===== src/design/fft_pkg.sv =====
package fft_pkg;

    typedef logic signed [15:0] sample_t;
    typedef logic [4:0] idx_t;

    localparam int N_POINTS = 32;
    localparam int N_STAGES = 5;
    localparam int TW_FRAC = 14;
    localparam int DRAIN_CYCLES = N_POINTS - 1 + N_STAGES; // Delay slots plus one register per stage

    // Entry k is exp(-j*2*pi*k/32) in Q1.14
    localparam sample_t twiddle_re [16] = '{
        16'sd16384,
        16'sd16069,
        16'sd15137,
        16'sd13623,
        16'sd11585,
        16'sd9102,
        16'sd6270,
        16'sd3196,
        16'sd0,
        -16'sd3196,
        -16'sd6270,
        -16'sd9102,
        -16'sd11585,
        -16'sd13623,
        -16'sd15137,
        -16'sd16069
    };

    localparam sample_t twiddle_im [16] = '{
        16'sd0,
        -16'sd3196,
        -16'sd6270,
        -16'sd9102,
        -16'sd11585,
        -16'sd13623,
        -16'sd15137,
        -16'sd16069,
        -16'sd16384,
        -16'sd16069,
        -16'sd15137,
        -16'sd13623,
        -16'sd11585,
        -16'sd9102,
        -16'sd6270,
        -16'sd3196
    };

    function automatic idx_t bitrev5(input idx_t v);
        idx_t r;
        for (int i = 0; i < 5; i++) begin
            r[i] = v[4 - i];
        end
        return r;
    endfunction

endpackage


===== src/design/fft_stream_if.sv =====
interface fft_stream_if;
    import fft_pkg::*;

    logic    valid; // Low on drain slots
    sample_t re;
    sample_t im;
    idx_t    idx;   // Position of the sample within its frame

    modport src (
        output valid,
        output re,
        output im,
        output idx
    );

    modport dst (
        input valid,
        input re,
        input im,
        input idx
    );

endinterface


===== src/design/bin_reorder.sv =====
module bin_reorder (
    input  logic             clk,
    input  logic             rst,
    fft_stream_if.dst        in,
    output logic             out_valid_o,
    output fft_pkg::idx_t    out_bin_o,
    output fft_pkg::sample_t out_re_o,
    output fft_pkg::sample_t out_im_o
);
    import fft_pkg::*;

    sample_t bank_re [2][N_POINTS];
    sample_t bank_im [2][N_POINTS];

    logic    wr_bank;
    logic    rd_bank;
    logic    rd_active;
    idx_t    rd_cnt;
    logic    swap;
    idx_t    wr_addr;

    assign wr_addr = bitrev5(in.idx);
    assign swap = in.valid && (in.idx == idx_t'(N_POINTS - 1)); // Last arrival of a frame
    assign rd_bank = ~wr_bank;

    always_ff @(posedge clk) begin
        if (in.valid) begin
            bank_re[wr_bank][wr_addr] <= in.re;
            bank_im[wr_bank][wr_addr] <= in.im;
        end
    end

    always_ff @(posedge clk or negedge rst) begin
        if (!rst) begin
            wr_bank <= 1'b0;
            rd_active <= 1'b0;
            rd_cnt <= '0;
        end else begin
            if (rd_active) begin
                rd_cnt <= rd_cnt + 1'b1;
                if (rd_cnt == idx_t'(N_POINTS - 1)) begin
                    rd_active <= 1'b0;
                end
            end
            // A new frame may start reading right as the previous one ends
            if (swap) begin
                wr_bank <= ~wr_bank;
                rd_active <= 1'b1;
                rd_cnt <= '0;
            end
        end
    end

    assign out_valid_o = rd_active;
    assign out_bin_o = rd_cnt;
    assign out_re_o = bank_re[rd_bank][rd_cnt];
    assign out_im_o = bank_im[rd_bank][rd_cnt];

    a_no_early_swap: assert property (@(posedge clk) disable iff (!rst)
        swap |-> (!rd_active || rd_cnt == idx_t'(N_POINTS - 1)))
        else $error("Bank swap while a frame is still being read");

endmodule


===== src/flat_wrapper.sv =====
// flat-port wrapper written by rule: the top's interface ports become plain ports
module bin_reorder_flat import fft_pkg::*;
  (clk, rst, out_valid_o, out_bin_o, out_re_o, out_im_o, in_valid, in_re, in_im, in_idx);
  fft_stream_if in_i ();
  input  logic clk;
  input  logic rst;
  output logic out_valid_o;
  output fft_pkg::idx_t out_bin_o;
  output fft_pkg::sample_t out_re_o;
  output fft_pkg::sample_t out_im_o;
  input wire logic [$bits(in_i.valid)-1:0] in_valid;
  input wire logic [$bits(in_i.re)-1:0] in_re;
  input wire logic [$bits(in_i.im)-1:0] in_im;
  input wire logic [$bits(in_i.idx)-1:0] in_idx;
  assign in_i.valid = in_valid;
  assign in_i.re = in_re;
  assign in_i.im = in_im;
  assign in_i.idx = in_idx;
  bin_reorder u_core (.clk(clk), .rst(rst), .in(in_i), .out_valid_o(out_valid_o), .out_bin_o(out_bin_o), .out_re_o(out_re_o), .out_im_o(out_im_o));
endmodule

===== config.mk =====
export PLATFORM = sky130hd
export DESIGN_NAME = bin_reorder_flat
export DESIGN_NICKNAME = d
export VERILOG_FILES = /design/src/design/fft_pkg.sv /design/src/design/fft_stream_if.sv /design/src/design/bin_reorder.sv /design/src/flat_wrapper.sv
export SDC_FILE = /design/constraint.sdc
export NUM_CORES = 2
export LEC_CHECK = 0
export BUFFER_PORTS_ARGS = -buffer_cell sky130_fd_sc_hd__buf_2
export CORE_ASPECT_RATIO = 1.1
export CORE_MARGIN = 5
export CORE_UTILIZATION = 35
export DETAILED_ROUTE_END_ITERATION = 8
export PLACE_DENSITY_LB_ADDON = 0.1
export SYNTH_ARGS = -nofsm -noshare
export SYNTH_HDL_FRONTEND = slang
export SYNTH_SLANG_ARGS = --single-unit

===== constraint.sdc =====
create_clock -name clk -period 12.14 [get_ports clk]
set_clock_uncertainty 0.15 [all_clocks]
set_input_delay 2.428 -clock clk [delete_from_list [all_inputs] [get_ports clk]]
set_output_delay 2.428 -clock clk [all_outputs]
set_load 0.005 [all_outputs]

==> run_results.csv <==
group,metric,value,unit
sta,hold_violations,0,
sta,drv_slew,0,
worst_setup_path,r2r-start,"u_core.wr_bank",
logic_synthesis,synth_area_leaders,"edfxtp_1 (78%), mux4_2 (13%), mux2i_1 (1.5%)",
worst_setup_path,worstPathRequired,9560,ps
hold_path,hold_path_class,"register to register",
worst_setup_path,critPathLaunch,"u_core.out_bin_o[1]",
power,p_total,0.0196,W
floorplanning,die_area,0.234,mm^2
worst_setup_path,path_max_fanout,120,
power,ir_worst_vdd,0.184,mV
worst_setup_path,reg2reg_to,"u_core.bank_re[1][235]",
logic_synthesis,yosys-top-cells-count,"edfxtp_1 (2048), mux4_2 (456), mux2i_1 (119)",
worst_setup_path,ff2ff_setup_slack,8030,ps
detailed_routing,vias,37454,
logic_synthesis,avgSynthCellArea,22.4,um^2
logic_synthesis,synth_seq_cells,2055,
logic_synthesis,ys_types,47,
global_route,grt_pass1_vias,39148,
floorplanning,die_w,462,um
clock_network,path_clk_slew,60,ps
status,outcome,"complete, no violations",
place,portBuffers,77,
detailed_routing,antenna_left,0,
detailed_routing,first_pass_iters,6,
logic_synthesis,synth_nets,3559,
finish,nets,3778,
worst_setup_path,cp-endpoint,"out_im_o[7]",
power,p_leak,27.4,nW
global_route,grt_use_total,0.196,
sta,setup_viol,0,
clock_network,clockBufferDepth,3,
detailed_routing,wirelength,231000,um
global_route,antenna_found_initial,28,
clock_network,post-cts-setup-buffers,0,
worst_setup_path,arrival,5200,ps
finish,fill_cells,19928,
logic_synthesis,synth_top_cell_by_area,"edfxtp_1",
job,max_cap_violations,0,
detailed_routing,drcViolationCount,0,
logic_synthesis,synth.yosys.seq_area_share,0.784,
floorplanning,start_util,0.352,
worst_setup_path,crit_type,"register to output port",
detailed_routing,wl_per_cell,33.7,um
detailed_routing,vias_per_cell,5.46,
logic_synthesis,synthArstFlopShare,0.00341,
global_route,overflow,0,
finish,fin_util,0.401,
logic_synthesis,synth.most_common_cell,"edfxtp_1",
logic_synthesis,yosys_warnings,0,
global_route,grt_start_max_net_pins,121,
clock_network,cts_tree,"done",
global_route,grt_pass1_wl,321000,um
worst_setup_path,cp-start-kind,"register",
logic_synthesis,netlist.area_leader.share,0.782,
logic_synthesis,synthCells,3517,
power,powerDensity,218,mW/mm^2
clock_network,postCtsResizedCells,0,
sta,rsz0062_at_grt,"no",
sta,period_minus_slack,7780,ps
floorplanning,num_rows,182,
place,gp_congestion,0.753,
finish,drive_gt1_frac,0.268,
logic_synthesis,yosys_most_used_dff,"edfxtp_1",
clock_network,htreeDepth,4,
clock_network,cts_buffers,218,
logic_synthesis,netlist_area,0.0787,mm^2
floorplanning,core,0.224,mm^2
sta,worst_slew_pin_slew,1210,ps
sta,period_share,0.641,
worst_setup_path,reg2regPathDepth,5,
worst_setup_path,end_kind,"output port",
sta,relSlewSlack,0.195,
place,hpwl,122000,um
detailed_routing,drtIter0Drc,3522,
clock_network,clockRootBuffer,"clkbuf_16",
logic_synthesis,synth_edf_count,2048,
finish,synthToLayoutAreaGrowth,14.0,%
floorplanning,num_io_pins,78,
sta,fmax,129,MHz
clock_network,hold_buffers,0,
sta,finalSetupTns,0,ps
clock_network,cts.sinks,2055,
floorplanning,die_h,507,um
clock_network,worstSkewPairLatency,830,ps
## power breakdown
group / leakage (nW) / internal, W / switching, W
Sequential: 18.5 / 0.00788 / 0.000128
Combinational: 5.61 / 0.00206 / 0.00319
Clock: 3.28 / 0.00361 / 0.00272
Total: 27.4 / 0.0136 / 0.00604
## sequential cells by signal, summed over array words and instances (netlist names)
name	flops
u_core.out_valid_o	1
u_core.out_bin_o	5
u_core.bank_re	1024
u_core.wr_bank	1
u_core.bank_im	1024
## area by class of cell
type / count / area [um^2] / area share
repair buffers: 201 / 1400 / 0.0157
clock inverters: 117 / 865 / 0.00964
diodes: 6 / 15.0 / 0.000167
inverters: 1 / 3.75 / 0.0000419
well taps: 2944 / 3680 / 0.0411
multi-input cells: 1259 / 16200 / 0.180
flip-flops and latches: 2055 / 61700 / 0.688
clock buffers: 278 / 5830 / 0.0650
## logic make-up (layout without fill, tap and decap cells)
logic type      count (synthesis)  after routing  share of synthesized area
flops                        2055           2055                      0.784
mux                           603            603                      0.150
simple gates                  386            386                     0.0241
compound gates                264            264                     0.0240
buf+inv                       203            597                     0.0168
xor+xnor                        4              4                   0.000445
fa+ha+maj                       2              2                   0.000318
other cells                     0              6                          0
## layer usage
layer,up-vias,GRT usage,routed length (um)
li1,15445,-,-
met1,20689,0.271,100000
met2,1009,0.329,115000
met3,301,0.0280,10700
met4,10,0.0490,5600
met5,-,0,65
## placed cells by master (no fill, tap or decap), types with 4 or more instances in the layout
cell type,n
a211oi_1,38
bufinv_16,12
diode_2,6
nor4_1,8
and3_1,22
buf_12,7
nor2_4,63
nor2_1,43
mux4_1,4
clkinv_2,37
nand2_1,69
dfrtp_4,4
buf_4,117
clkbuf_16,225
a22oi_1,50
nor2b_1,32
nand3_1,65
mux2_2,24
buf_2,77
nand2b_1,10
mux4_2,456
edfxtp_1,2048
nand4_1,42
a311oi_1,5
nor3_1,6
o221ai_1,33
clkinv_1,60
o21ai_0,9
or2_2,7
o22ai_1,91
a221oi_1,9
mux2i_1,119
a21oi_1,18
clkbuf_1,53
nand3b_1,4
## stage by stage
stage               setup WS [ps]  hold slack (ps)  std cells  area (um^2)
finish                       4360              532       6861        89700
global route                 4180              598       6858        89700
CTS                          4200              533       6855        89700
detailed placement           5140              523       6460        83000
global placement             5110              527       6460        83000
floorplan                    6360              463       3517        78700
## worst min path at each step
stage	end	cells past startpoint	from	slack [ps]
3_5_place_dp	u_core.out_valid_o	2	u_core.out_valid_o	520
6_report	u_core.out_valid_o	2	u_core.out_valid_o	530
5_1_grt	u_core.out_valid_o	2	u_core.out_valid_o	600
4_1_cts	u_core.out_valid_o	2	u_core.out_valid_o	530
3_3_place_gp	u_core.out_valid_o	2	u_core.out_valid_o	530
2_1_floorplan	u_core.out_valid_o	2	u_core.out_bin_o[4]	460
## worst max-delay path, stage by stage (launching register included)
cell and delay, ps:
dfrtp_4 800, buf_4 630, buf_12 530, mux4_2 370, o221ai_1 260, o22ai_1 730
and3_1 410, buf_2 190
Note: power is estimated with default switching activity, not from simulation.
