## config.mk

```make
export PLATFORM = sky130hd
export DESIGN_NAME = frame_ctrl_flat
export DESIGN_NICKNAME = d
export VERILOG_FILES = /design/src/design/fft_pkg.sv /design/src/design/fft_stream_if.sv /design/src/design/frame_ctrl.sv /design/src/flat_wrapper.sv
export SDC_FILE = /design/constraint.sdc
export NUM_CORES = 1
export LEC_CHECK = 0
export BUFFER_PORTS_ARGS = -buffer_cell sky130_fd_sc_hd__buf_2
export CORE_ASPECT_RATIO = 1.4
export CORE_MARGIN = 2
export CORE_UTILIZATION = 42
export CTS_CLUSTER_SIZE = 24
export DETAILED_ROUTE_END_ITERATION = 16
export PLACE_DENSITY = 0.86
export SLEW_MARGIN = 15
export SYNTH_ARGS = -nofsm -noshare
export SYNTH_HDL_FRONTEND = slang
export SYNTH_SLANG_ARGS = --single-unit
```

## constraint.sdc

```tcl
create_clock -name clk -period 3.5 [get_ports clk]
set_input_delay 0.175 -clock clk [delete_from_list [all_inputs] [get_ports clk]]
set_output_delay 0.175 -clock clk [all_outputs]
set_load 0.01 [all_outputs]
```

## src/design/fft_pkg.sv

```systemverilog
package fft_pkg;

    typedef logic signed [15:0] sample_t;
    typedef logic [4:0] idx_t;

    localparam int N_POINTS = 32;
    localparam int N_STAGES = 5;
    localparam int TW_FRAC = 14;
    localparam int DRAIN_CYCLES = N_POINTS - 1 + N_STAGES; // Delay slots plus one register per stage

    // Entry k is exp(-j*2*pi*k/32) in Q1.14
    localparam sample_t twiddle_re [16] = '{
        16'sd16384,
        16'sd16069,
        16'sd15137,
        16'sd13623,
        16'sd11585,
        16'sd9102,
        16'sd6270,
        16'sd3196,
        16'sd0,
        -16'sd3196,
        -16'sd6270,
        -16'sd9102,
        -16'sd11585,
        -16'sd13623,
        -16'sd15137,
        -16'sd16069
    };

    localparam sample_t twiddle_im [16] = '{
        16'sd0,
        -16'sd3196,
        -16'sd6270,
        -16'sd9102,
        -16'sd11585,
        -16'sd13623,
        -16'sd15137,
        -16'sd16069,
        -16'sd16384,
        -16'sd16069,
        -16'sd15137,
        -16'sd13623,
        -16'sd11585,
        -16'sd9102,
        -16'sd6270,
        -16'sd3196
    };

    function automatic idx_t bitrev5(input idx_t v);
        idx_t r;
        for (int i = 0; i < 5; i++) begin
            r[i] = v[4 - i];
        end
        return r;
    endfunction

endpackage

```

## src/design/fft_stream_if.sv

```systemverilog
interface fft_stream_if;
    import fft_pkg::*;

    logic    valid; // Low on drain slots
    sample_t re;
    sample_t im;
    idx_t    idx;   // Position of the sample within its frame

    modport src (
        output valid,
        output re,
        output im,
        output idx
    );

    modport dst (
        input valid,
        input re,
        input im,
        input idx
    );

endinterface

```

## src/design/frame_ctrl.sv

```systemverilog
module frame_ctrl (
    input  logic             clk,
    input  logic             rst,
    input  logic             in_valid_i,
    input  fft_pkg::sample_t in_re_i,
    input  fft_pkg::sample_t in_im_i,
    output logic             adv_o,
    fft_stream_if.src        out
);
    import fft_pkg::*;

    typedef enum logic [1:0] {
        IDLE,
        FILL,
        DRAIN
    } state_t;

    state_t     state;
    idx_t       idx_q;
    idx_t       cur_idx;
    logic [5:0] drain_cnt;
    logic       frame_start;

    // A sample outside FILL always opens a new frame
    assign frame_start = in_valid_i && (state != FILL);
    assign cur_idx = frame_start ? '0 : idx_q;

    assign adv_o = in_valid_i || (state == DRAIN);

    assign out.valid = in_valid_i;
    assign out.re = in_valid_i ? in_re_i : '0;
    assign out.im = in_valid_i ? in_im_i : '0;
    assign out.idx = cur_idx; // Keeps counting through the drain so the stages stay in step

    always_ff @(posedge clk or negedge rst) begin
        if (!rst) begin
            state <= IDLE;
            idx_q <= '0;
            drain_cnt <= '0;
        end else begin
            if (adv_o) begin
                idx_q <= cur_idx + 1'b1;
            end
            case (state)
                IDLE: begin
                    if (in_valid_i) begin
                        state <= FILL;
                    end
                end
                FILL: begin
                    if (in_valid_i && cur_idx == idx_t'(N_POINTS - 1)) begin
                        state <= DRAIN;
                        drain_cnt <= '0;
                    end
                end
                DRAIN: begin
                    if (in_valid_i) begin
                        state <= FILL; // Next frame takes over the advance
                    end else if (drain_cnt == 6'(DRAIN_CYCLES - 1)) begin
                        state <= IDLE;
                    end else begin
                        drain_cnt <= drain_cnt + 1'b1;
                    end
                end
                default: state <= IDLE;
            endcase
        end
    end

    a_frame_contiguous: assert property (@(posedge clk) disable iff (!rst)
        state == FILL |-> in_valid_i)
        else $error("Input valid dropped inside a frame");

endmodule

```

## src/flat_wrapper.sv

```systemverilog
// flat-port wrapper written by rule: the top's interface ports become plain ports
module frame_ctrl_flat import fft_pkg::*;
  (clk, rst, in_valid_i, in_re_i, in_im_i, adv_o, out_valid, out_re, out_im, out_idx);
  fft_stream_if out_i ();
  input  logic clk;
  input  logic rst;
  input  logic in_valid_i;
  input  fft_pkg::sample_t in_re_i;
  input  fft_pkg::sample_t in_im_i;
  output logic adv_o;
  output wire logic [$bits(out_i.valid)-1:0] out_valid;
  output wire logic [$bits(out_i.re)-1:0] out_re;
  output wire logic [$bits(out_i.im)-1:0] out_im;
  output wire logic [$bits(out_i.idx)-1:0] out_idx;
  assign out_valid = out_i.valid;
  assign out_re = out_i.re;
  assign out_im = out_i.im;
  assign out_idx = out_i.idx;
  frame_ctrl u_core (.clk(clk), .rst(rst), .in_valid_i(in_valid_i), .in_re_i(in_re_i), .in_im_i(in_im_i), .adv_o(adv_o), .out(out_i));
endmodule
```

==> reports/results.txt <==
The flow ran to the end, and the final reports show no timing, DRC or antenna violations. The count of buffering cells on the critical path with inverters included works out to 2. The synthesized netlist devotes 10.78% of its cell area to compound gates. The proportion of layout cells with a drive suffix above 1 is 45.95%. Setup repair after global routing left no endpoint under its margin. The post-synthesis sequential element count was 13; the antenna diode count was 0. The total iterations of the first detailed-routing run came out at 4. The residual overflow from global routing was 0. For the relative contribution of the clock network to total power, the log shows 19.1%. The number of nets handed over by synthesis was 152. On the worst path, the slowest cell contributes a delay of 0.42 ns. In the synthesized netlist the async set-or-reset flop fraction comes to 100.0%. The highest fanout seen on the critical path is 6. In the synthesized netlist the dominant register cell turns out to be dfrtp_1. Once the floorplan was initialized, standard cells occupied 44.77% of the core. The later pin in the worst-skew pair is clocked with a latency of 0.28 ns. Count of buffers inserted at the top-level ports: 73. By area, the combinational part of the netlist is dominated by simple AND/OR/NAND/NOR gates. The worst path required time is 3.66 ns, and the number of placement rows is 20.

Summing the areas of all fa, ha and maj instances in the mapped netlist gives 3.851% of the synthesized area. The library cells used most frequently in the layout, excluding fill and tap cells, are buf_2, and2_1, dfrtp_1. In the routed design, unresolved DRC markers number 0. Of the total synthesized cell area, the portion taken by XOR and XNOR cells is 2.696%.

The count of pins over their slew limit is 0, and the number of antenna violations at the first check in global routing is 0. Across all register-to-register paths, the minimum setup slack is 1.13 ns. The count of endpoints failing hold in the final timing report is 0, and the register area share after synthesis is 33.38%. The core region is 2177 sq um. CTS placed an instance of clkbuf_4 at the clock tree root. CTS saw 13 sinks. STA classifies the critical path endpoint as a flip-flop.

The top cell type by area accounts for 33.38% of the synthesized area. The run gives 1.129 ns as the final worst slack. The slowest cell on the critical path was dfrtp_1.

Headroom to the max-slew limit came out at 60.72%. Buffers inserted during clock tree synthesis total 3. The die is 61 um tall. TritonCTS built the clock tree.

Broken down by cell family, the worst path's largest delay share belongs to compound AO/OA/AOI/OAI gates. The worst setup path is launched from a flip-flop. The overall die area came out at 2728 sq um. After clock tree synthesis, the repair step resized 0 gates.

Summing every instance area after synthesis gives 974.7 sq um. The path depth of the worst reg2reg path was 10; the power per cell area was 362.7 nW/um^2. Measured along the x axis, the die boundary spans 44.72 um. The post-detailed-route wirelength per cell is 12.57 um, and the count of flip-flops with a built-in enable after synthesis is 0.

Of the post-synthesis cell area, the part taken by muxes is 4.493%. The final sum of negative setup slack was 0 ns. STA puts the critical path data arrival time at 2.53 ns. Post-CTS timing repair inserted 0 buffers for setup. The critical path depth in cells works out to 10. Based on the critical path, the design can be clocked at up to 421.8 MHz. The transition time at the pin with the least slew margin works out to 0.5892 ns. Summed over all nets, the switching power comes to 174.8 uW. The residual antenna-violating net count after detailed routing came out at 0.

The most critical setup path has its startpoint at u_core.state[0]. The vias per cell works out to 5.169. The most area-hungry cell type in the Yosys netlist is dfrtp_1. For the number of primary I/O pins, the log shows 74.

The worst register-to-register path ends at u_core.drain_cnt[1]. Global routing used 19.82% of the available tracks across all layers. The final layout net count is 224.

The synthesis-to-finish area growth is 40.05%, and the post-synthesis cell type count is 30. Setup violations remaining at the end of the flow were counted as 0. Of the total power, the share spent switching nets is 35.31%. The critical path goes through inv_1, o21ai_0, and2_1, ha_1, and3_1, ha_1, inv_1, o31a_1, nor3_2, o22ai_1.

Summed over all cells, the static leakage comes to 0.0007487 uW. The tools report the worst slack at placement as 1.105 ns. The most critical setup path has its endpoint at u_core.drain_cnt[1]. The class of the most critical hold timing path is input port to asynchronous set/reset pin. In the post-synthesis netlist, the biggest area contributors are dfrtp_1, and2_1, o21ai_0, ha_1, mux2_2. Once detailed placement completed, the half-perimeter wirelength came to 2139 um.

The clock-pin slew of the registers on the worst-case setup and hold paths is 0.08 ns, and the area fraction in and, or, nand and nor cells after synthesis is 38.77%. No sink is reached through more buffers than the 2 on the longest clock path. Combinational cells account for 37.6% of the total power. Each instance of the synthesized netlist takes up on average 8.550 sq um. The tools report the peak supply drop as 286.9 uV.

On the final layout, the worst clock skew is 0.0004527 ns. For the total of warnings raised by yosys, the log shows 0. Entering global routing, the biggest net connects 48 pins. Routability-driven placement finished with a final weighted congestion of 0.7881. The first global-routing pass estimated 3912 um of wire.

The tools report the startpoint of the most critical register-to-register path as u_core.state[0]. Sequential cells account for 43.3% of the total power. Wires add up to 2603 um. The number of max-capacitance violations reported is 0, and the number of vias in the routed layout is 1070. Synthesis produced a netlist whose cell count is 114. Subtracting the final worst setup slack from the clock period gives 2.371 ns. H-tree level count: 1.

Cell internal power was estimated by the tool at 320.3 uW. Leaving out fill and tap cells, the most frequent cell in the layout is buf_2. The via count of the first global-routing pass is 958. The worst path uses 67.74% of the clock period. For this block, the initial DRC count from the detailed router was 14. The critical path in this run is classified as flip-flop to flip-flop.
power groups by stage:
stage	sequential [uW]	clock [uW]	combinational (uW)
after CTS	213	97.2	189
after global routing	219	103	208
after detailed placement	216	0	187
after floorplan	208	0	118
after global placement	213	0	179
final	214	94.5	186
cell type report:
cell class / count / area, sq um
fill: 190 / 812.0
multi-input combinational: 89 / 590.6
timing repair buffer: 74 / 375.4
sequential: 13 / 325.3
tap: 22 / 27.53
clock buffer: 3 / 22.52
inverter: 5 / 18.77
clock inverter: 1 / 5.005
state kept, by name (all words and copies together) (netlist names):
name / cells
u_core.drain_cnt: 6
u_core.idx_q: 5
u_core.state: 2
how the worst min path moves through the flow:
stage | from | endpoint | slack, ns | depth (start not counted)
global placement | rst | u_core.idx_q[3] | 0.07 | 1
global route | rst | u_core.idx_q[3] | 0.33 | 2
detailed placement | rst | u_core.idx_q[3] | 0.07 | 1
finish | rst | u_core.idx_q[3] | 0.30 | 2
CTS | rst | u_core.idx_q[3] | 0.29 | 2
floorplan | rst | u_core.drain_cnt[0] | -0.12 | 0
layer usage:
layer,part of all wire (%),global-route usage (%),wire [um]
met1,38,22.06,980
met2,46,34.37,1201
met3,15,7.738,389
met4,1.2,6.061,32
met5,0,0,0
what timing repair did:
| item | 4_1_cts | 5_1_grt |
|---|---|---|
| endpoints found under the setup margin | 0 | 0 |
| hold buffers | 1 | 0 |
| hold endpoints to repair | 13 | 0 |
cells by family (layout without fill, tap and decap cells):
logic type	after synthesis	count (layout)
xor+xnor	3	3
simple gates	60	60
flops	13	13
compound gates	19	19
mux	4	4
fa+ha+maj	3	3
buf+inv	12	83
Yosys cell counts (3+ instances only):
master,n
mux2_2,3
and2_1,37
ha_1,3
inv_1,5
nor2_1,6
dfrtp_1,13
o21ai_0,11
a21oi_1,4
clkbuf_1,5
per-stage QoR:
stage | hold slack [ns] | util [%] | instance area, sq um | cells | total power [uW]
after global placement | 0.06851 | 60.98 | 1328 | 202 | 392.0
final | 0.3022 | 62.70 | 1365 | 207 | 495.1
after CTS | 0.2943 | 62.70 | 1365 | 207 | 499.1
after detailed placement | 0.07484 | 60.98 | 1328 | 202 | 403.7
after global routing | 0.3280 | 62.70 | 1365 | 207 | 530.4
after floorplan | -0.1206 | - | 974.7 | 114 | 325.8
(Power assumes the default switching activity.)
