===== config.mk =====
export PLATFORM = sky130hd
export DESIGN_NAME = fft_stage_flat
export DESIGN_NICKNAME = d
export VERILOG_FILES = /design/src/design/fft_pkg.sv /design/src/design/fft_stream_if.sv /design/src/design/fft_stage.sv /design/src/flat_wrapper.sv
export SDC_FILE = /design/constraint.sdc
export NUM_CORES = 2
export LEC_CHECK = 0
export BUFFER_PORTS_ARGS = -buffer_cell sky130_fd_sc_hd__buf_4
export CAP_MARGIN = 20
export CORE_MARGIN = 4
export CORE_UTILIZATION = 55
export DETAILED_ROUTE_END_ITERATION = 8
export PLACE_DENSITY = 0.79
export REMOVE_ABC_BUFFERS = 1
export SYNTH_ARGS = -nofsm -noshare
export SYNTH_HDL_FRONTEND = slang
export SYNTH_SLANG_ARGS = --single-unit

===== constraint.sdc =====
create_clock -name clk -period 11.3 [get_ports clk]
set_input_delay 0.565 -clock clk [delete_from_list [all_inputs] [get_ports clk]]
set_output_delay 0.565 -clock clk [all_outputs]
set_load 0.02 [all_outputs]

===== src/design/fft_pkg.sv =====
package fft_pkg;

    typedef logic signed [15:0] sample_t;
    typedef logic [4:0] idx_t;

    localparam int N_POINTS = 32;
    localparam int N_STAGES = 5;
    localparam int TW_FRAC = 14;
    localparam int DRAIN_CYCLES = N_POINTS - 1 + N_STAGES; // Delay slots plus one register per stage

    // Entry k is exp(-j*2*pi*k/32) in Q1.14
    localparam sample_t twiddle_re [16] = '{
        16'sd16384,
        16'sd16069,
        16'sd15137,
        16'sd13623,
        16'sd11585,
        16'sd9102,
        16'sd6270,
        16'sd3196,
        16'sd0,
        -16'sd3196,
        -16'sd6270,
        -16'sd9102,
        -16'sd11585,
        -16'sd13623,
        -16'sd15137,
        -16'sd16069
    };

    localparam sample_t twiddle_im [16] = '{
        16'sd0,
        -16'sd3196,
        -16'sd6270,
        -16'sd9102,
        -16'sd11585,
        -16'sd13623,
        -16'sd15137,
        -16'sd16069,
        -16'sd16384,
        -16'sd16069,
        -16'sd15137,
        -16'sd13623,
        -16'sd11585,
        -16'sd9102,
        -16'sd6270,
        -16'sd3196
    };

    function automatic idx_t bitrev5(input idx_t v);
        idx_t r;
        for (int i = 0; i < 5; i++) begin
            r[i] = v[4 - i];
        end
        return r;
    endfunction

endpackage


===== src/design/fft_stream_if.sv =====
interface fft_stream_if;
    import fft_pkg::*;

    logic    valid; // Low on drain slots
    sample_t re;
    sample_t im;
    idx_t    idx;   // Position of the sample within its frame

    modport src (
        output valid,
        output re,
        output im,
        output idx
    );

    modport dst (
        input valid,
        input re,
        input im,
        input idx
    );

endinterface


===== src/design/fft_stage.sv =====
module fft_stage #(
    parameter int STAGE_DELAY = 16
) (
    input  logic      clk,
    input  logic      rst,
    input  logic      adv_i,
    fft_stream_if.dst in,
    fft_stream_if.src out
);
    import fft_pkg::*;

    localparam int SEL_BIT = $clog2(STAGE_DELAY);
    localparam int TW_STEP = (N_POINTS / 2) / STAGE_DELAY;

    sample_t                  dl_re [STAGE_DELAY];
    sample_t                  dl_im [STAGE_DELAY];
    idx_t                     dl_idx [STAGE_DELAY];
    logic [STAGE_DELAY-1:0]   dl_valid;

    sample_t                  head_re;
    sample_t                  head_im;
    logic                     sel;
    logic signed [16:0]       sum_re;
    logic signed [16:0]       sum_im;
    logic signed [16:0]       dif_re;
    logic signed [16:0]       dif_im;
    sample_t                  half_re;
    sample_t                  half_im;
    logic [3:0]               tw_k;
    sample_t                  w_re;
    sample_t                  w_im;
    logic signed [31:0]       p_rr;
    logic signed [31:0]       p_ii;
    logic signed [31:0]       p_ri;
    logic signed [31:0]       p_ir;
    sample_t                  t_rr;
    sample_t                  t_ii;
    sample_t                  t_ri;
    sample_t                  t_ir;
    sample_t                  store_re;
    sample_t                  store_im;
    sample_t                  emit_re;
    sample_t                  emit_im;
    logic                     emit_valid;

    assign head_re = dl_re[STAGE_DELAY-1];
    assign head_im = dl_im[STAGE_DELAY-1];
    assign sel = in.idx[SEL_BIT]; // High on the second half of each butterfly group

    // Both halves are scaled by one half to keep the result in range
    assign sum_re = head_re + in.re;
    assign sum_im = head_im + in.im;
    assign dif_re = head_re - in.re;
    assign dif_im = head_im - in.im;
    assign half_re = dif_re[16:1];
    assign half_im = dif_im[16:1];

    assign tw_k = 4'((in.idx % STAGE_DELAY) * TW_STEP);
    assign w_re = twiddle_re[tw_k];
    assign w_im = twiddle_im[tw_k];

    assign p_rr = half_re * w_re;
    assign p_ii = half_im * w_im;
    assign p_ri = half_re * w_im;
    assign p_ir = half_im * w_re;
    assign t_rr = sample_t'(p_rr >>> TW_FRAC);
    assign t_ii = sample_t'(p_ii >>> TW_FRAC);
    assign t_ri = sample_t'(p_ri >>> TW_FRAC);
    assign t_ir = sample_t'(p_ir >>> TW_FRAC);

    assign store_re = sel ? t_rr - t_ii : in.re;
    assign store_im = sel ? t_ri + t_ir : in.im;
    assign emit_re = sel ? sum_re[16:1] : head_re;
    assign emit_im = sel ? sum_im[16:1] : head_im;
    assign emit_valid = dl_valid[STAGE_DELAY-1];

    always_ff @(posedge clk or negedge rst) begin
        if (!rst) begin
            dl_valid <= '0;
            out.valid <= 1'b0;
        end else if (adv_i) begin
            dl_valid[0] <= in.valid;
            for (int i = 1; i < STAGE_DELAY; i++) begin
                dl_valid[i] <= dl_valid[i-1];
            end
            out.valid <= emit_valid;
        end
    end

    always_ff @(posedge clk) begin
        if (adv_i) begin
            dl_re[0] <= store_re;
            dl_im[0] <= store_im;
            dl_idx[0] <= in.idx;
            for (int i = 1; i < STAGE_DELAY; i++) begin
                dl_re[i] <= dl_re[i-1];
                dl_im[i] <= dl_im[i-1];
                dl_idx[i] <= dl_idx[i-1];
            end
            out.re <= emit_valid ? emit_re : '0;
            out.im <= emit_valid ? emit_im : '0;
            out.idx <= dl_idx[STAGE_DELAY-1];
        end
    end

    // Butterfly partners come from the same frame, D positions apart
    a_pair_distance: assert property (@(posedge clk) disable iff (!rst)
        (adv_i && sel && in.valid && dl_valid[STAGE_DELAY-1])
        |-> idx_t'(in.idx - dl_idx[STAGE_DELAY-1]) == idx_t'(STAGE_DELAY))
        else $error("Butterfly inputs are not paired at distance %0d", STAGE_DELAY);

endmodule


===== src/flat_wrapper.sv =====
// flat-port wrapper written by rule: the top's interface ports become plain ports
module fft_stage_flat import fft_pkg::*;
#(
    parameter int STAGE_DELAY = 16
)
  (clk, rst, adv_i, in_valid, in_re, in_im, in_idx, out_valid, out_re, out_im, out_idx);
  fft_stream_if in_i ();
  fft_stream_if out_i ();
  input  logic clk;
  input  logic rst;
  input  logic adv_i;
  input wire logic [$bits(in_i.valid)-1:0] in_valid;
  input wire logic [$bits(in_i.re)-1:0] in_re;
  input wire logic [$bits(in_i.im)-1:0] in_im;
  input wire logic [$bits(in_i.idx)-1:0] in_idx;
  output wire logic [$bits(out_i.valid)-1:0] out_valid;
  output wire logic [$bits(out_i.re)-1:0] out_re;
  output wire logic [$bits(out_i.im)-1:0] out_im;
  output wire logic [$bits(out_i.idx)-1:0] out_idx;
  assign in_i.valid = in_valid;
  assign in_i.re = in_re;
  assign in_i.im = in_im;
  assign in_i.idx = in_idx;
  assign out_valid = out_i.valid;
  assign out_re = out_i.re;
  assign out_im = out_i.im;
  assign out_idx = out_i.idx;
  fft_stage #(.STAGE_DELAY(STAGE_DELAY)) u_core (.clk(clk), .rst(rst), .adv_i(adv_i), .in(in_i), .out(out_i));
endmodule

==> key figures <==
Synth
  • Synth Area in Compound Gates: 4.75%
  • Multiplexer share of the synthesized area: 0.442%
  • Post-Synth XOR/XNOR Area: between 3 and 4%
  • Synth Flop Type: edfxtp_1
  • Synth top area share: about a third
  • Synthesized area: 60400 µm²
  • Yosys cell types: 76
  • Area leader, netlist: fa_1
  • YS warnings: 0
  • Adder-Cell Fraction of Synth Area: 41.3%
  • Number of synthesized register bits: about 650
  • Synthesized area per cell: ~11 µm²
  • Fraction of registers with async set/reset: under 10%
  • Post-synth EDFFs: between 600 and 700
  • Leading post-synthesis cells by cell area: fa_1, edfxtp_1, ha_1
  • Cells after Synth: 5560
  • Synth Area in Simple Gates: 9.19%
  • Post-synthesis sequential area ratio: 32.0%
  • Largest family of logic cells by synthesized area: adder cells

Clocking
  • Clock buffer count from CTS: 57
  • Max Root-Sink Buffers: 3
  • Clk root buf: clkbuf_16
  • CTS tree: done
  • Worst skew pair latency: approximately 0.67 ns
  • Worst-path clk slew: approximately 0.07 ns
  • CTS HTree Levels: 2
  • CTS sink count: around 650

Critical path
  • R2R depth: 47
  • Critical Path Fanout Max: 7
  • Critical Path Start Type: register
  • Worst endpoint required time: ~12 ns
  • Max stage delay cell, worst path: fa_1
  • Critical Path AT: around 11 ns
  • Setup CP Type: reg -> reg
  • Crit end category: register
  • Crit path top cell by count: fa_1
  • Delay-heaviest family, CP: adder cells
  • CP max stage delay: 0.55 ns
  • Stages on worst setup path: 47
  • CP bufs+invs: 7

GRT
  • First-pass GRT wire length: between 200 and 250 mm
  • Largest net degree at the start of global routing: between 150 and 200
  • Global Route Usage Sum: 28.1%
  • Initial antenna violation count: 8
  • Congestion Overflow GR: 0
  • Vias in the first global route: 43000

Drt
  • Post-route ant nets: 0
  • Pre-antenna DRT Iters: 8
  • Drt total wl: between 150 and 200 mm
  • Remaining DRCs: 0
  • WL per Instance: ~22 µm
  • Vias: around 41000
  • DRT iter0 DRCs: about 4000
  • Routed vias/inst: 5.67

Placed design
  • Dpl ws: -0.230 ns
  • DP Cell Count: between 7000 and 8000
  • Post-DP HPWL: ~120 mm
  • Port Buf Inserts: just under 80
  • Gp weighted congestion: roughly 1.0
  • Placed Instance Area: ~63000 µm²

Layout
  • Layout cell share with drive strength beyond 1: 8.51%
  • Area grow syn2layout: 9.26%
  • Storage cell area: between 15000 and 20000 µm²
  • Fin area: approximately 66000 µm²
  • Multi-input gate area: around 36000 µm²
  • Nets: ~7100
  • Fillers: approximately 8400
  • Final Non-Filler Cells: between 7000 and 8000

STA
  • Final worst slack: roughly 0.26 ns
  • Setup violators final: 0
  • WHS: 0.151 ns
  • Tmin final: about 11 ns
  • Headroom to the max-slew limit: about a fifth
  • Peak Freq: around 90 MHz
  • Fin crit share: 97.7%
  • Actual slew at the worst max-slew pin: 1.21 ns
  • Final Hold Fails: 0
  • Clock Skew: 0.0506 ns
  • Max-slew violation count: 0

Floorplan
  • Starting density of the core: between 50% and 60%
  • Die width: ~340 µm
  • Die Ht: approximately 340 µm
  • Core area: ~110000 µm²
  • IO Count: 79
  • Die Area: roughly 120000 µm²
  • Rows: between 100 and 150

Worst hold path
  • Depth of the worst hold-timing path: 2
  • Min-delay worst type: in -> reg

Job
  • Max-cap violations: 0

Outcome
  • Status: finished clean
[path summary, 6_finish.rpt]
| kind | start | to | slack, ns |
|---|---|---|---|
| hold / removal | in_valid | u_core.dl_valid[0] | 0.15 |
| max in group asynchronous | rst | u_core.dl_valid[7] | 10.78 |
| min in group asynchronous | rst | u_core.dl_valid[14] | 0.31 |
| setup / recovery | u_core.dl_im[3][50] | u_core.dl_re[0][15] | 0.26 |
| setup reg to reg | u_core.dl_im[3][50] | u_core.dl_re[0][15] | 0.26 |
| hold reg to reg | u_core.dl_idx[0][0] | u_core.dl_idx[1][0] | 0.38 |
[kinds of logic (layout without fill, tap and decap cells)]
group	after synthesis	in the layout
XOR/XNOR	203	203
AND/OR/NAND/NOR	1369	1369
AO/OA/AOI/OAI	432	432
multiplexers	22	22
buffers and inverters	1492	1668
flip-flops	646	646
adder cells (fa/ha/maj)	1396	1396
other	0	8
[cells in the mapped netlist, types with 36 or more instances]
library cell / instances
o21ai_0: 87
xnor2_1: 161
xor2_1: 38
nor2_1: 618
edfxtp_1: 629
o21a_1: 36
a21oi_1: 101
inv_1: 1280
clkbuf_1: 179
a21o_1: 40
ha_1: 402
nand2_1: 561
fa_1: 994
nor3_1: 47
[stage by stage]
stage / TNS [ns] / utilization (%)
floorplan: -0.873 / -
global placement: 0 / 58.3
detailed placement: -0.274 / 58.3
CTS: 0 / 60.2
global route: -0.393 / 60.6
finish: 0 / 60.6
[metal layers]
layer	global-route usage, %	vias up	wire length [µm]
met2	42.6	2282	69900
li1	-	17300	-
met4	17.0	6	12300
met3	7.52	606	18500
met1	36.5	20300	58000
met5	0.458	-	71
[cell usage in the layout, fill, tap and decap left out, types with 8 or more instances in the layout]
master      Yosys  layout
o21ai_1        12      14
or3_1          15      15
clkinv_1        4       9
xor2_1         38      35
ha_1          402     400
diode_2         0       8
edfxtp_1      629     629
and2_1         23      23
clkbuf_16       0      57
nor2b_1        16      16
o21ai_0        87      80
buf_6           0       8
nand3_1        25      25
xnor2_1       161     146
xnor2_2         1      15
nand2_1       561     561
mux2_2         17      17
clkinvlp_4      0       8
a31o_2          8       8
a21o_1         40      40
a21oi_2         1      12
fa_1          994     993
nor3_1         47      46
o21a_1         36      36
dfrtp_1        17      17
a211oi_1       27      25
clkinv_2        0       9
inv_1        1280    1280
nand4_1         9       9
and3_1          9       9
nand2b_1       23      22
o211ai_1        8       8
nor2_1        618     614
buf_4           1     258
o21bai_1       25      23
a21oi_1       101      90
[cell type report]
type	instances	share of cell area [%]
inverter	1288	7.33
antenna	8	0.0304
clock buffer	59	2.17
timing repair buffer	273	3.25
clock inverter	48	0.905
tap	1414	2.68
sequential	646	29.3
multi-input combinational	3422	54.3
[flip-flops by register name (all words and copies together), names as in the netlist]
name,cells
u_core.dl_re,256
u_core.dl_idx,80
u_core.dl_im,256
u_core.out.valid,1
u_core.out.re,16
u_core.out.idx,5
u_core.out.im,16
u_core.dl_valid,16
[worst register-to-register path: cells and delay by family (launching register included)]
kind,cells,cell delay [ns]
AOI/OAI and AO/OA,17,3.24
DFF,1,0.43
xor gates and xnor gates,4,1.10
buffers and inverters,7,0.71
and+or+nand+nor,9,1.17
muxes,1,0.10
adders and majority gates,9,4.01
[what timing repair did]
item,4_1_cts,5_1_grt
hold buffers,1,0
buffers inserted,0,13
gates resized for setup,7,69
endpoints found under the hold margin,17,0
pin swaps,1,12
endpoints found under the setup margin,3,10
Power is not shown: default switching activity piles up to over one toggle a cycle in this logic, so the estimate is an artifact.
